==> src/verilog/rv_isa_pkg.sv <==
package rv_isa_pkg;

  // ------------------------------------------------------------
  // widths
  // ------------------------------------------------------------
  localparam int unsigned xlen       = 64;
  localparam int unsigned instr_w    = 32;
  localparam int unsigned reg_addr_w = 5;
  localparam int unsigned imm_w      = 12;

  // ------------------------------------------------------------
  // major opcodes and funct3 codes
  // ------------------------------------------------------------
  localparam logic [6:0] opc_op     = 7'b0110011; // register-register
  localparam logic [6:0] opc_op_imm = 7'b0010011; // register-immediate

  localparam logic [2:0] f3_add_sub = 3'b000;
  localparam logic [2:0] f3_sll     = 3'b001;
  localparam logic [2:0] f3_slt     = 3'b010;
  localparam logic [2:0] f3_xor     = 3'b100;
  localparam logic [2:0] f3_srl     = 3'b101;
  localparam logic [2:0] f3_or      = 3'b110;
  localparam logic [2:0] f3_and     = 3'b111;

  typedef enum logic [3:0] {
    alu_add, alu_sub, alu_sll, alu_srl,
    alu_slt, alu_xor, alu_or,  alu_and
  } alu_op_e;

  typedef logic [instr_w-1:0]    instr_t;
  typedef logic [reg_addr_w-1:0] reg_addr_t;
  typedef logic [xlen-1:0]       xword_t;

endpackage
==> src/verilog/pipe_pkg.sv <==
package pipe_pkg;
  import rv_isa_pkg::*;

  // one decoded instruction with its forwarded operands
  typedef struct packed {
    logic             valid;
    alu_op_e          alu_op;
    logic             use_imm;  // operand b from imm instead of rs2
    logic [imm_w-1:0] imm;
    reg_addr_t        rd;
    logic             wr_en;    // low for bubbles and x0 targets
    xword_t           rs1_val;
    xword_t           rs2_val;
  } lane_op_t;

  typedef struct packed {
    logic      valid;
    reg_addr_t rd;
    xword_t    data;
  } lane_res_t;

  typedef struct packed {
    lane_op_t a;
    lane_op_t b;
  } issue_pair_t;

  typedef struct packed {
    lane_res_t a;
    lane_res_t b;
  } res_pair_t;

  typedef enum logic [2:0] {src_rf, src_exec_a, src_exec_b, src_wb_a, src_wb_b} src_sel_e;

endpackage

==> src/verilog/operand_bypass.sv <==
`timescale 1ns/10ps

module operand_bypass import rv_isa_pkg::*, pipe_pkg::*; (
  input  reg_addr_t [3:0] rs_addr,
  input  issue_pair_t     exec_ops,
  input  xword_t    [1:0] exec_res,  // [0] lane a, [1] lane b
  input  res_pair_t       wb,
  output reg_addr_t [3:0] rf_addr,
  input  xword_t    [3:0] rf_data,
  output xword_t    [3:0] rs_val
);

  src_sel_e sel [4];
  logic     exec_a_wr, exec_b_wr;

  function automatic logic hit(input logic vld, input reg_addr_t rd, input reg_addr_t addr);
    return vld && (rd == addr) && (addr != '0);
  endfunction

  assign exec_a_wr = exec_ops.a.valid && exec_ops.a.wr_en;
  assign exec_b_wr = exec_ops.b.valid && exec_ops.b.wr_en;

  assign rf_addr = rs_addr;

  // ------------------------------------------------------------
  // source select, youngest first, lane b before lane a
  // ------------------------------------------------------------
  always_comb begin
    for (int i = 0; i < 4; i++) begin
      if (hit(exec_b_wr, exec_ops.b.rd, rs_addr[i])) begin
        sel[i] = src_exec_b;
      end else if (hit(exec_a_wr, exec_ops.a.rd, rs_addr[i])) begin
        sel[i] = src_exec_a;
      end else if (hit(wb.b.valid, wb.b.rd, rs_addr[i])) begin
        sel[i] = src_wb_b;
      end else if (hit(wb.a.valid, wb.a.rd, rs_addr[i])) begin
        sel[i] = src_wb_a;
      end else begin
        sel[i] = src_rf;
      end

      case (sel[i])
        src_exec_b: rs_val[i] = exec_res[1];
        src_exec_a: rs_val[i] = exec_res[0];
        src_wb_b:   rs_val[i] = wb.b.data;
        src_wb_a:   rs_val[i] = wb.a.data;
        default:    rs_val[i] = rf_data[i];  // x0 comes back as zero here
      endcase
    end
  end

endmodule

==> config.mk <==
export PLATFORM = sky130hd
export DESIGN_NAME = operand_bypass
export DESIGN_NICKNAME = d
export VERILOG_FILES = /design/src/verilog/rv_isa_pkg.sv /design/src/verilog/pipe_pkg.sv /design/src/verilog/operand_bypass.sv
export SDC_FILE = /design/constraint.sdc
export NUM_CORES = 1
export LEC_CHECK = 0
export BUFFER_PORTS_ARGS = -buffer_cell sky130_fd_sc_hd__buf_4
export CORE_AREA = 2 2 439 441
export DETAILED_ROUTE_END_ITERATION = 7
export DIE_AREA = 0 0 441 443
export PLACE_DENSITY_LB_ADDON = 0.2
export REMOVE_ABC_BUFFERS = 1
export SLEW_MARGIN = 5
export SYNTH_ARGS = -nofsm -noshare
export SYNTH_HDL_FRONTEND = slang
export SYNTH_SLANG_ARGS = --single-unit
==> constraint.sdc <==
create_clock -name vclk -period 3.12
set_input_delay 0.624 -clock vclk [all_inputs]
set_output_delay 0.624 -clock vclk [all_outputs]
set_load 0.01 [all_outputs]
==> key figures <==
Job
  • Max Cap Viol: 0

Timing
  • Final worst slack: -0.585 ns
  • Fin. max-slew vios: 0
  • Actual slew at the worst max-slew pin: roughly 0.6 ns
  • Hold_ws: between 1.5 and 2 ns
  • Fin crit period: roughly 3.7 ns
  • Fmax achieved: about 270 MHz
  • Max-slew headroom: 61.0%
  • Final hold violations: 0
  • Final setup fails: about 260
  • Tcrit/Tclk final: 119%
  • RSZ-0062 raised after global routing: true

Critical path
  • Crit path max fanout: 16
  • CP max stage delay: ~0.60 ns
  • CP required: between 2 and 3 ns
  • Worst Setup End Kind: output pin
  • Crit path launch type: input pin
  • CP most frequent cell: buf_12
  • Critical Path AT: roughly 3 ns
  • CP max stage cell: or4b_4
  • Crit. Startpoint: rs_addr[0]
  • Crit-path cells: buf_6 -> or4_4 -> nand2b_4 -> and4_4 -> or4b_4 -> buf_12 -> buf_12 -> o22a_4 -> buf_4
  • Crit path kind: input pin to output pin

Outcome
  • Failing checks: negative setup slack
  • Status: finished with violations

Worst hold path
  • Min-delay worst type: input pin to output pin
  • Hold endpoint: rf_addr[14]
  • Hold Path Origin: rs_addr[14]
  • WHS Path Cells: 3

Floorplan
  • Die height: 443 um
  • IO Pins: 1124
  • Cell row count: 161
  • Core area: about 190000 sq um
  • Die Area: between 150000 and 200000 sq um
  • Initial core utilization: about 5.5%
  • Chip Width: 441 um

Finish
  • Cell area after layout: between 30000 and 40000 sq um
  • Clock buffers: 0
  • Layout net count: 3713
  • Final core occ: around 17%
  • Final Instance Count excl. Fillers: between 5000 and 6000
  • Sequential cell count: 0
  • Commonest non-fill, non-tap cell in the layout: buf_4
  • Most frequent cells in the layout: 941 x buf_4, 240 x buf_6, 188 x nand2_1, 152 x buf_12, 99 x nor2_1
  • Register area: 0 sq um
  • Layout area overhead: 205%
  • Share of post-route cells with drive strength above 1: approximately 70%

Routing
  • DRT Wirelength: ~200 mm
  • Average wire per standard cell: approximately 38 um
  • DR vias/cell: 4.00
  • DR vias: 21600
  • Initial DRC count: approximately 1700
  • Antenna Nets Post-Route: 0
  • DRT Pass-1 Iters: 7
  • DRC viols: 0

Global routing
  • First-pass GRT wire length: between 200 and 250 mm
  • Initial antenna violation count: 70
  • Vias in the first global route: between 20000 and 25000
  • Overall routing resource usage: 18.9%
  • Remaining Overflow, GRT: 0
  • Largest net degree at the start of global routing: between 50 and 60

Place
  • I/O Buffers: about 830
  • Placed cell areas: 22600 sq um
  • Post-DP HPWL: 151 mm
  • Setup WS pre-CTS: -1.42 ns
  • GPL Wtd Cong: between 0.8 and 0.9
  • Placed insts: between 5000 and 6000

Pwr
  • Worst vdd ir: ~0.06 mV
  • Leak: about 12 nW
  • Power per cell area: 134 nW/um^2

Synthesis
  • Post-synthesis cell type count: 44
  • Yosys warnings: 0
  • Post-synthesis sequential area ratio: 0%
  • Post-Syn Instances: 1647
  • Cell area after synthesis: approximately 11000 sq um
  • Syn_area_per_cell: approximately 6.4 sq um
[Yosys cell counts, drive strengths merged]
library cell    n  share of area [%]
o21a           75                5.3
nor2          156                5.5
xnor2          24                2.0
nor3           64                3.1
buf            71                4.5
nand2         217                7.7
and3           16               0.94
o221a           3               0.32
o22a           75                6.2
a221oi         13                1.1
nor3b           1              0.071
o21ai          49                2.3
a31oi          54                3.2
and4            6               0.52
a221o           1              0.094
or4b            3               0.28
nor4           10               0.65
nand2b          1               0.13
a32oi         121                 10
o211a          14                1.3
o22ai          46                2.7
a2111oi         1              0.083
xor2           47                3.9
inv             7               0.25
clkbuf        168                5.9
a21oi          14               0.66
or4             1               0.11
nand3           5               0.24
o211ai          1              0.071
mux2i         135                 13
nand4          61                3.6
and2            3               0.18
or3            25                1.5
o221ai        132                 11
a211oi         26                1.8
nor4b           1              0.083
[cell type report]
type,count,area (sq um)
inverters,7,32.5
diodes,18,45.0
multi-input cells,1401,13700
well taps,2526,3160
repair buffers,1455,15400
fillers,21600,159000
[worst max path at each step]
stage	endpoint	slack [ns]	cells past startpoint
after floorplan	rs_val[100]	-9.37	6
after global placement	rs_val[255]	-1.43	11
after detailed placement	rs_val[255]	-1.42	11
after CTS	rs_val[3]	-0.57	9
after global routing	rs_val[3]	-0.61	9
final	rs_val[3]	-0.58	9
[kinds of logic (layout without fill, tap and decap cells)]
logic type	after synthesis	in the layout	synth area share, %
mux	135	135	12.7
xor+xnor	71	71	5.87
compound gates	625	625	46.1
other cells	0	18	0
simple gates	570	570	24.6
buf+inv	246	1462	10.6
[power breakdown]
group / internal, mW / switching [mW]
clock network: 0.000000700 / 0
registers: 0 / 0
logic: 2.06 / 2.28
total: 2.06 / 2.28
[repair_timing]
action                                  4_1_cts  5_1_grt
endpoints found under the setup margin      256      256
buffers inserted                            144      133
resized for setup                           705      564
pin swaps                                   148      211
hold endpoints to repair                      0        0
hold buffers                                  0        0
gates cloned                                 40       24
[through the flow]
stage                     TNS (ns)  total power [mW]
after floorplan           -1013.68             0.802
after CTS                   -83.97              3.95
after detailed placement   -147.52              3.30
after global routing        -84.44              4.50
after global placement     -152.87              3.31
final                       -66.71              4.34
[worst max-delay path: cells and delay by family]
kind,cells,cell delay [ns]
and+or+nand+nor,4,1.50
AOI/OAI and AO/OA,1,0.28
buffers and inverters,4,0.62
[routing by layer]
| layer | wire (um) | GRT usage [%] |
|---|---|---|
| met5 | 185 | 0 |
| met3 | 16600 | 4.46 |
| met1 | 83600 | 23.9 |
| met4 | 6660 | 4.29 |
| met2 | 96100 | 32.1 |
(Power assumes the default switching activity.)
