`config.mk`:
```
export PLATFORM = sky130hd
export DESIGN_NAME = issue_ctrl
export DESIGN_NICKNAME = d
export VERILOG_FILES = /design/src/verilog/rv_isa_pkg.sv /design/src/verilog/pipe_pkg.sv /design/src/verilog/issue_ctrl.sv
export SDC_FILE = /design/constraint.sdc
export NUM_CORES = 1
export LEC_CHECK = 0
export ABC_AREA = 0
export BUFFER_PORTS_ARGS = -buffer_cell sky130_fd_sc_hd__buf_2
export CAP_MARGIN = 40
export CORE_AREA = 3 3 249 251
export CTS_BUF_LIST = sky130_fd_sc_hd__clkbuf_4 sky130_fd_sc_hd__clkbuf_8
export CTS_CLUSTER_DIAMETER = 30
export DETAILED_ROUTE_END_ITERATION = 6
export DIE_AREA = 0 0 252 254
export GPL_TIMING_DRIVEN = 1
export PLACE_DENSITY = 0.3
export SYNTH_ARGS = -nofsm -noshare
export SYNTH_HDL_FRONTEND = slang
export SYNTH_SLANG_ARGS = --single-unit
```
`constraint.sdc`:
```
create_clock -name clk -period 3.8 [get_ports clk]
set_input_delay 0.76 -clock clk [delete_from_list [all_inputs] [get_ports clk]]
set_output_delay 0.76 -clock clk [all_outputs]
set_load 0.05 [all_outputs]
```
`src/verilog/rv_isa_pkg.sv`:
```
package rv_isa_pkg;

  // ------------------------------------------------------------
  // widths
  // ------------------------------------------------------------
  localparam int unsigned xlen       = 64;
  localparam int unsigned instr_w    = 32;
  localparam int unsigned reg_addr_w = 5;
  localparam int unsigned imm_w      = 12;

  // ------------------------------------------------------------
  // major opcodes and funct3 codes
  // ------------------------------------------------------------
  localparam logic [6:0] opc_op     = 7'b0110011; // register-register
  localparam logic [6:0] opc_op_imm = 7'b0010011; // register-immediate

  localparam logic [2:0] f3_add_sub = 3'b000;
  localparam logic [2:0] f3_sll     = 3'b001;
  localparam logic [2:0] f3_slt     = 3'b010;
  localparam logic [2:0] f3_xor     = 3'b100;
  localparam logic [2:0] f3_srl     = 3'b101;
  localparam logic [2:0] f3_or      = 3'b110;
  localparam logic [2:0] f3_and     = 3'b111;

  typedef enum logic [3:0] {
    alu_add, alu_sub, alu_sll, alu_srl,
    alu_slt, alu_xor, alu_or,  alu_and
  } alu_op_e;

  typedef logic [instr_w-1:0]    instr_t;
  typedef logic [reg_addr_w-1:0] reg_addr_t;
  typedef logic [xlen-1:0]       xword_t;

endpackage
```
`src/verilog/pipe_pkg.sv`:
```
package pipe_pkg;
  import rv_isa_pkg::*;

  // one decoded instruction with its forwarded operands
  typedef struct packed {
    logic             valid;
    alu_op_e          alu_op;
    logic             use_imm;  // operand b from imm instead of rs2
    logic [imm_w-1:0] imm;
    reg_addr_t        rd;
    logic             wr_en;    // low for bubbles and x0 targets
    xword_t           rs1_val;
    xword_t           rs2_val;
  } lane_op_t;

  typedef struct packed {
    logic      valid;
    reg_addr_t rd;
    xword_t    data;
  } lane_res_t;

  typedef struct packed {
    lane_op_t a;
    lane_op_t b;
  } issue_pair_t;

  typedef struct packed {
    lane_res_t a;
    lane_res_t b;
  } res_pair_t;

  typedef enum logic [2:0] {src_rf, src_exec_a, src_exec_b, src_wb_a, src_wb_b} src_sel_e;

endpackage

```
`src/verilog/issue_ctrl.sv`:
```
`timescale 1ns/10ps

module issue_ctrl import rv_isa_pkg::*, pipe_pkg::*; (
  input  logic                  clk,
  input  logic                  arst_n,
  input  logic                  pair_valid,
  input  instr_t                instr_a,
  input  instr_t                instr_b,
  output reg_addr_t [3:0]       rs_addr,  // a.rs1, a.rs2, b.rs1, b.rs2
  input  xword_t    [3:0]       rs_val,
  output logic                  hold,
  output issue_pair_t           issue
);

  lane_op_t op_a, op_b;
  logic     dep;
  logic     split_q;  // a already went, b is next

  // ------------------------------------------------------------
  // decode
  // ------------------------------------------------------------
  function automatic lane_op_t decode(input instr_t instr);
    lane_op_t op;
    logic     ok;
    op         = '0;
    ok         = (instr[6:0] == opc_op) || (instr[6:0] == opc_op_imm);
    op.rd      = instr[11:7];
    op.use_imm = (instr[6:0] == opc_op_imm);
    if (op.use_imm) begin
      op.imm = instr[31:20];
    end
    case (instr[14:12])
      f3_add_sub: op.alu_op = (instr[30] && !op.use_imm) ? alu_sub : alu_add;
      f3_sll:     op.alu_op = alu_sll;
      f3_slt:     op.alu_op = alu_slt;
      f3_xor:     op.alu_op = alu_xor;
      f3_srl: begin
        op.alu_op = alu_srl;
        ok        = ok && !instr[30];  // no arithmetic shift
      end
      f3_or:      op.alu_op = alu_or;
      f3_and:     op.alu_op = alu_and;
      default:    ok = 1'b0;           // sltu / sltiu
    endcase
    op.wr_en = ok && (op.rd != '0);
    return op;
  endfunction

  assign op_a = decode(instr_a);
  assign op_b = decode(instr_b);

  assign rs_addr = {instr_b[24:20], instr_b[19:15], instr_a[24:20], instr_a[19:15]};

  // b needs a's result
  // rs2 only counts for register-register ops
  assign dep = op_a.wr_en &&
               (((instr_b[6:0] == opc_op) || (instr_b[6:0] == opc_op_imm)) &&
                (instr_b[19:15] == op_a.rd) ||
                (instr_b[6:0] == opc_op) && (instr_b[24:20] == op_a.rd));

  assign hold = pair_valid && dep && !split_q;

  always_ff @(posedge clk or negedge arst_n) begin
    if (!arst_n) begin
      split_q <= 1'b0;
    end else begin
      split_q <= hold;  // one cycle only
    end
  end

  // ------------------------------------------------------------
  // issued pair
  // ------------------------------------------------------------
  always_comb begin
    issue           = '{a: op_a, b: op_b};
    issue.a.valid   = pair_valid && !split_q;
    issue.b.valid   = pair_valid && (split_q || !dep);
    issue.a.rs1_val = rs_val[0];
    issue.a.rs2_val = rs_val[1];
    issue.b.rs1_val = rs_val[2];
    issue.b.rs2_val = rs_val[3];
  end

endmodule

```
==> results.yml, run 1 <==
status:
  status: "complete, no violations"
routing:
  ant_nets: 0
  drt_wl_total_um: 12800
  drt_iter0_markers: 81
  first_pass_iters: 3
  num_vias: 1539
  detail_route.wl_per_cell_um: 12.9
  drc_errors: 0
  detail_route.vias_per_cell: 1.56
finish:
  area_delta_synth_final_pct: -18.7
  multiInputGateArea_um2: 495
  final_common_cell: "buf_2"
  largestRegisters: "split_q: 1 flops"
  layoutNonFillerInstCount: 987
  fin_area_um2: 2190
  regArea_um2: 25.0
  nFillCells: 7219
  drive_above_1_share_pct: 65.7
  finalNetCount: 529
  largest_reg_flops: 1
  layout_common_cells: "122 x buf_2, 24 x and2_1, 9 x xor2_1"
  top_register: "split_q"
floorplanning:
  num_rows: 90
  core_area_um2: 60100
  fp.dieH_um: 254
  die-area_um2: 64000
  die_x_um: 252
  start_util_pct: 4.49
  io_pins: 648
clock_tree:
  post_cts_buffers: 0
  clk_pin_slew_ns: 0
  cts.repair.resized: 0
  insertion_delay_ns: 0
  holdBufCountCts: 0
yosys:
  syn_avg_cell_area_um2: 7.41
  synth_top_area_cell: "buf_4"
  ys_ff_latch: 1
  yosysTopAreaCellShare_pct: 80.1
  yosys.cell_types.count: 30
  synth_edf_count: 0
  synthCells: 364
  ys.flop_type: "dfrtp_1"
  yosysSeqAreaShare_pct: 0.928
  ys_async_sr_fraction_pct: 100
  netlist_area_um2: 2700
  synth-warning-count: 0
  synthTopCellsByArea: "buf_4 80%, and2_1 5.6%, xor2_1 2.9%"
timing:
  drv_slew: 0
  final_hold_viol_count: 0
  setup_tns_ns: 0
  period_share_pct: 82.4
  fin_ws_ns: 0.669
  rsz0062_at_grt: "no"
  timing.final.crit_period_ns: 3.13
  fmax_ghz: 0.319
  setup_viol_count_final: 0
  skew_ns: 0
setup_path:
  worstReg2RegEnd: "split_q"
  critPathRequiredTime_ns: 3.04
  rrSetupSlack_ns: 2.54
  cp_max_fo: 3
  worstRegToRegCells: 2
  worstSetupStartpointType: "input port"
  slowest_stage: "nor4b_2"
  crit_type: "input port to primary output"
  cp.arrival_ns: 2.37
  crit_top_cell: "buf_4"
  path_cells: "buf_2, xor2_1, nor4_1, buf_4, a32oi_1, buf_4, nor4b_2, buf_12"
  cp_top_family: "simple AND/OR/NAND/NOR gates"
  cp_num_buf_inv: 4
  endpoint_kind: "primary output"
  rr_startpoint: "split_q"
  max_stage_delay_ns: 0.39
place:
  place_ws_ns: 0.562
  dpl.hpwl_um: 11300
  place_area_um2: 2190
  port-buffer-count: 123
  place_inst: 986
  gp_congestion: 0.697
grt:
  grt_usage_pct: 3.57
  grt_pass1_wl_um: 15000
  grt_pass1_vias: 1628
  grt_max_degree: 15
  antenna_found_initial: 4
  overflow: 0
min_path:
  min-delay-path-class: "input port to asynchronous set/reset pin"
job:
  drv_cap: 0
-- routing by layer --
| metal | vias to the layer above | wire (µm) | GRT usage, % |
|---|---|---|---|
| met5 | - | 13 | 0 |
| met2 | 326 | 4880 | 5.15 |
| met4 | 2 | 1860 | 4.56 |
| met1 | 555 | 2890 | 2.38 |
| li1 | 520 | - | - |
| met3 | 136 | 3140 | 3.35 |
-- metrics by stage --
step,util [%],hold slack [ns]
6_report,3.65,0.566
2_1_floorplan,-,0.464
5_1_grt,3.64,0.573
4_1_cts,3.64,0.572
3_5_place_dp,3.64,0.571
3_3_place_gp,3.64,0.574
-- cell type report --
class | instances | area share, %
antenna | 1 | 0.114
inverter | 4 | 0.685
multi-input combinational | 70 | 22.6
sequential | 1 | 1.14
tap | 782 | 44.6
timing repair buffer | 129 | 30.8
-- Yosys cell counts (2+ instances only) --
| master | instances |
|---|---|
| inv_1 | 4 |
| nand3_1 | 2 |
| nor2b_1 | 2 |
| nor2_1 | 2 |
| nor4b_1 | 2 |
| nor3b_1 | 2 |
| xor2_1 | 9 |
| a21oi_1 | 2 |
| nor3_1 | 2 |
| and2_1 | 24 |
| a2bb2oi_1 | 2 |
| buf_4 | 288 |
| buf_2 | 2 |
| o21ai_0 | 3 |
| nand2_1 | 3 |
-- worst max path at each step --
stage | endpoint | startpoint | depth (start not counted)
after floorplan | hold | pair_valid | 2
after global placement | issue[151] | instr_b[3] | 5
after detailed placement | issue[151] | instr_b[3] | 5
after CTS | issue[151] | instr_b[3] | 5
after global routing | hold | instr_b[3] | 5
final | hold | instr_b[22] | 8
-- cells by family (layout without fill, tap and decap cells) --
kind of cell / Yosys count / after routing / synth area share (%)
AND/OR/NAND/NOR: 45 / 45 / 10.7
XOR/XNOR: 10 / 10 / 3.25
multiplexers: 1 / 1 / 0.371
buffers and inverters: 294 / 133 / 81.1
other: 1 / 3 / 0.139
flip-flops: 1 / 1 / 0.927
adder cells (fa/ha/maj): 1 / 1 / 0.371
AO/OA/AOI/OAI: 11 / 11 / 3.20
==> run 2, diff against run 1 <==
- CORE_AREA: 3 3 249 251 -> 3 3 252 254
- DIE_AREA: 0 0 252 254 -> 0 0 255 257
- clock period: 3.8 -> 3.2 ns (I/O delays scaled with it)
==> results.yml, run 2 (synthesis gave the netlist of run 1 again) <==
setup_path:
  cp.arrival_ns: 2.20
  critPathRequiredTime_ns: 2.56
  crit_type: "input port to primary output"
  worstRegToRegCells: 2
  worstReg2RegEnd: "split_q"
  worstSetupStartpointType: "input port"
  cp_max_fo: 3
  rrSetupSlack_ns: 2.35
  rr_startpoint: "split_q"
  endpoint_kind: "primary output"
timing:
  skew_ns: 0
  setup_viol_count_final: 0
  rsz0062_at_grt: "no"
  setup_tns_ns: 0
  final_hold_viol_count: 0
  drv_slew: 0
  period_share_pct: 88.7
  timing.final.crit_period_ns: 2.84
  fmax_ghz: 0.352
place:
  place_inst: 993
  gp_congestion: 0.639
  dpl.hpwl_um: 11200
  port-buffer-count: 123
  place_area_um2: 2180
floorplanning:
  io_pins: 648
  core_area_um2: 61500
  num_rows: 91
  fp.dieH_um: 257
  die_x_um: 255
  start_util_pct: 4.39
  die-area_um2: 65500
routing:
  detail_route.wl_per_cell_um: 12.6
  drc_errors: 0
  first_pass_iters: 4
  drt_wl_total_um: 12600
  drt_iter0_markers: 54
  detail_route.vias_per_cell: 1.59
  ant_nets: 0
  num_vias: 1583
finish:
  regArea_um2: 25.0
  layout_common_cells: "123 x buf_2, 24 x and2_1, 9 x xor2_1"
  drive_above_1_share_pct: 65.5
  finalNetCount: 528
  area_delta_synth_final_pct: -19.1
  layoutNonFillerInstCount: 995
  largestRegisters: "split_q: 1 flops"
  multiInputGateArea_um2: 495
  top_register: "split_q"
  largest_reg_flops: 1
  fin_area_um2: 2180
  final_common_cell: "buf_2"
  fin_util_pct: 3.55
  nFillCells: 7363
grt:
  grt_max_degree: 15
  grt_pass1_wl_um: 14500
  antenna_found_initial: 4
  grt_pass1_vias: 1582
  overflow: 0
  grt_usage_pct: 3.36
clock_tree:
  clk_pin_slew_ns: 0
  cts.repair.resized: 0
  insertion_delay_ns: 0
  post_cts_buffers: 0
  holdBufCountCts: 0
power:
  p_per_area_nw_per_um2: 104
  leakagePower_nw: 0.782
  ir_worst_vdd_v: 0.0000595
min_path:
  min-delay-path-class: "input port to asynchronous set/reset pin"
status:
  status: "complete, no violations"
job:
  drv_cap: 0
run 2: worst max path at each step:
stage                start    to  slack (ns)  cells past startpoint
3_5_place_dp   instr_b[22]  hold        0.22                      7
3_3_place_gp   instr_b[22]  hold        0.22                      7
6_report       instr_b[22]  hold        0.36                      7
2_1_floorplan   pair_valid  hold        0.11                      2
4_1_cts        instr_b[22]  hold        0.21                      7
5_1_grt        instr_b[22]  hold        0.16                      7
run 2: per-layer routing:
layer	track usage [%]	routed length, µm
met2	4.81	4910
met3	2.76	2850
met4	4.50	1870
met5	0	0
met1	2.37	2950
run 2: power by group:
| part | switching [mW] | internal (mW) |
|---|---|---|
| Combinational | 0.154 | 0.0608 |
| Sequential | 0.0000000767 | 0.0129 |
| Clock | 0 | 0.0000000336 |
run 2: worst max-delay path: stages:
cell	delay [ns]
buf_2	0.16
xor2_1	0.16
nor4_1	0.28
buf_4	0.15
a32oi_1	0.19
nor4b_2	0.30
buf_2	0.31
run 2: cell type report:
class | instances | share of cell area [%]
Timing Repair Buffer | 128 | 29.9
Tap cell | 790 | 45.3
Inverter | 4 | 0.688
Multi-Input combinational cell | 70 | 22.7
Antenna cell | 2 | 0.229
Sequential cell | 1 | 1.15
run 2: per-stage QoR:
stage	total power, mW	setup slack (ns)	hold slack (ns)
2_1_floorplan	1.04	0.109	0.344
6_report	0.228	0.361	0.417
4_1_cts	0.236	0.207	0.420
5_1_grt	0.245	0.157	0.420
3_5_place_dp	0.236	0.216	0.420
3_3_place_gp	0.236	0.215	0.423
No activity file was read; power rests on OpenSTA's default activity.
==> run 3, diff against run 2 <==
- PLACE_DENSITY: 0.3 -> unset
==> results.yml, run 3 (synthesis gave the netlist of run 1 again) <==
floorplanning:
  start_util_pct: 4.39
  die_x_um: 255
  io_pins: 648
  num_rows: 91
  core_area_um2: 61500
  die-area_um2: 65500
  fp.dieH_um: 257
timing:
  whs_ns: 0.421
  final_hold_viol_count: 0
  timing.final.crit_period_ns: 2.99
  fmax_ghz: 0.335
  tightest_slew_ns: 0.501
  drv_slew: 0
  period_share_pct: 93.3
  skew_ns: 0
  max_slew_margin_pct: 66.4
  setup_viol_count_final: 0
  rsz0062_at_grt: "no"
setup_path:
  crit_type: "input port to primary output"
  path_cells: "buf_2, xor2_1, nor4_2, a32oi_1, buf_4, nor4b_2, buf_2"
  critPathRequiredTime_ns: 2.56
  slowest_stage: "nor4_2"
  worstReg2RegEnd: "split_q"
  cp_max_fo: 4
  endpoint_kind: "primary output"
  cp.arrival_ns: 2.35
  rr_startpoint: "split_q"
  rrSetupSlack_ns: 2.32
  max_stage_delay_ns: 0.38
  worstSetupStartpointType: "input port"
  worstRegToRegCells: 2
  crit_top_cell: "buf_2"
power:
  p_switching_mw: 0.174
  internal-power_mw: 0.0813
  p_seq_share_pct: 5.0
  p_per_area_nw_per_um2: 111
  ir_worst_vdd_v: 0.0000797
  swShare_pct: 68.1
  power_mw: 0.255
  leakagePower_nw: 0.821
  combinationalPowerShare_pct: 95.0
  clockPowerShare_pct: 0
clock_tree:
  cts.repair.resized: 1
  post_cts_buffers: 0
  insertion_delay_ns: 0
  holdBufCountCts: 0
  clk_pin_slew_ns: 0
finish:
  largest_reg_flops: 1
  regArea_um2: 25.0
  nFillCells: 7354
  fin_util_pct: 3.74
  area_delta_synth_final_pct: -14.7
  layout_common_cells: "118 x buf_2, 24 x and2_1, 10 x buf_4"
  final_common_cell: "buf_2"
  top_register: "split_q"
  layoutNonFillerInstCount: 1000
  largestRegisters: "split_q: 1 flops"
  multiInputGateArea_um2: 502
  finalNetCount: 533
  drive_above_1_share_pct: 66.8
grt:
  overflow: 0
  grt_pass1_wl_um: 21500
  grt_pass1_vias: 1765
  grt_usage_pct: 5.29
  grt_max_degree: 15
  antenna_found_initial: 6
routing:
  drc_errors: 0
  detail_route.vias_per_cell: 1.62
  drt_wl_total_um: 19000
  ant_nets: 0
  first_pass_iters: 4
  drt_iter0_markers: 37
  detail_route.wl_per_cell_um: 19.0
  num_vias: 1624
place:
  gp_congestion: 0.743
  dpl.hpwl_um: 17300
  port-buffer-count: 123
  place_inst: 998
status:
  status: "complete, no violations"
job:
  drv_cap: 0
min_path:
  min-delay-path-class: "input port to asynchronous set/reset pin"
## run 3: cell count changes in the layout (fill, tap and decap cells not counted)
| cell | change |
|---|---|
| buf_12 | +5 |
| buf_2 | -5 |
| buf_4 | +5 |
| nor4_1 | -1 |
| nor4_2 | +1 |
## run 3: power groups by stage
stage,combinational (mW),sequential (mW),clock [mW]
3_5_place_dp,0.250,0.0129,0
2_1_floorplan,1.03,0.0129,0
6_report,0.242,0.0129,0.0000000845
4_1_cts,0.252,0.0129,0
3_3_place_gp,0.249,0.0129,0
5_1_grt,0.261,0.0129,0
## run 3: routing by layer
metal | wire length (µm) | GRT usage, % | up-vias
met4 | 2620 | 6.10 | 0
met2 | 7400 | 7.69 | 353
met3 | 4260 | 4.20 | 144
met5 | 0 | 0 | -
li1 | - | - | 531
met1 | 4700 | 4.13 | 596
## run 3: cell type report
| class | instances | share of cell area [%] |
|---|---|---|
| multi-input combinational | 70 | 21.8 |
| inverter | 4 | 0.653 |
| timing repair buffer | 133 | 33.3 |
| sequential | 1 | 1.09 |
| antenna | 2 | 0.218 |
| tap | 790 | 43.0 |
## run 3: critical path: cells and delay by family
family,cells,cell delay (ns)
buf+inv,3,0.68
xor+xnor,1,0.20
simple gates,2,0.65
compound gates,1,0.16
## run 3: worst max path at each step
stage                     startpoint    to  slack (ns)  cells after the start
after floorplan           pair_valid  hold        0.11                      2
after global placement    instr_a[9]  hold       -0.10                      7
after detailed placement  instr_a[9]  hold       -0.08                      7
after CTS                 instr_a[9]  hold        0.08                      7
after global routing      instr_a[9]  hold        0.07                      7
final                     instr_a[9]  hold        0.21                      7
## run 3: through the flow
stage / area [µm²] / setup TNS [ns] / worst slack (ns)
2_1_floorplan: 2710 / 0 / 0.109
6_report: 2300 / 0 / 0.214
3_3_place_gp: 2290 / -0.172 / -0.105
3_5_place_dp: 2290 / -0.121 / -0.0833
5_1_grt: 2300 / 0 / 0.0748
4_1_cts: 2300 / 0 / 0.0831
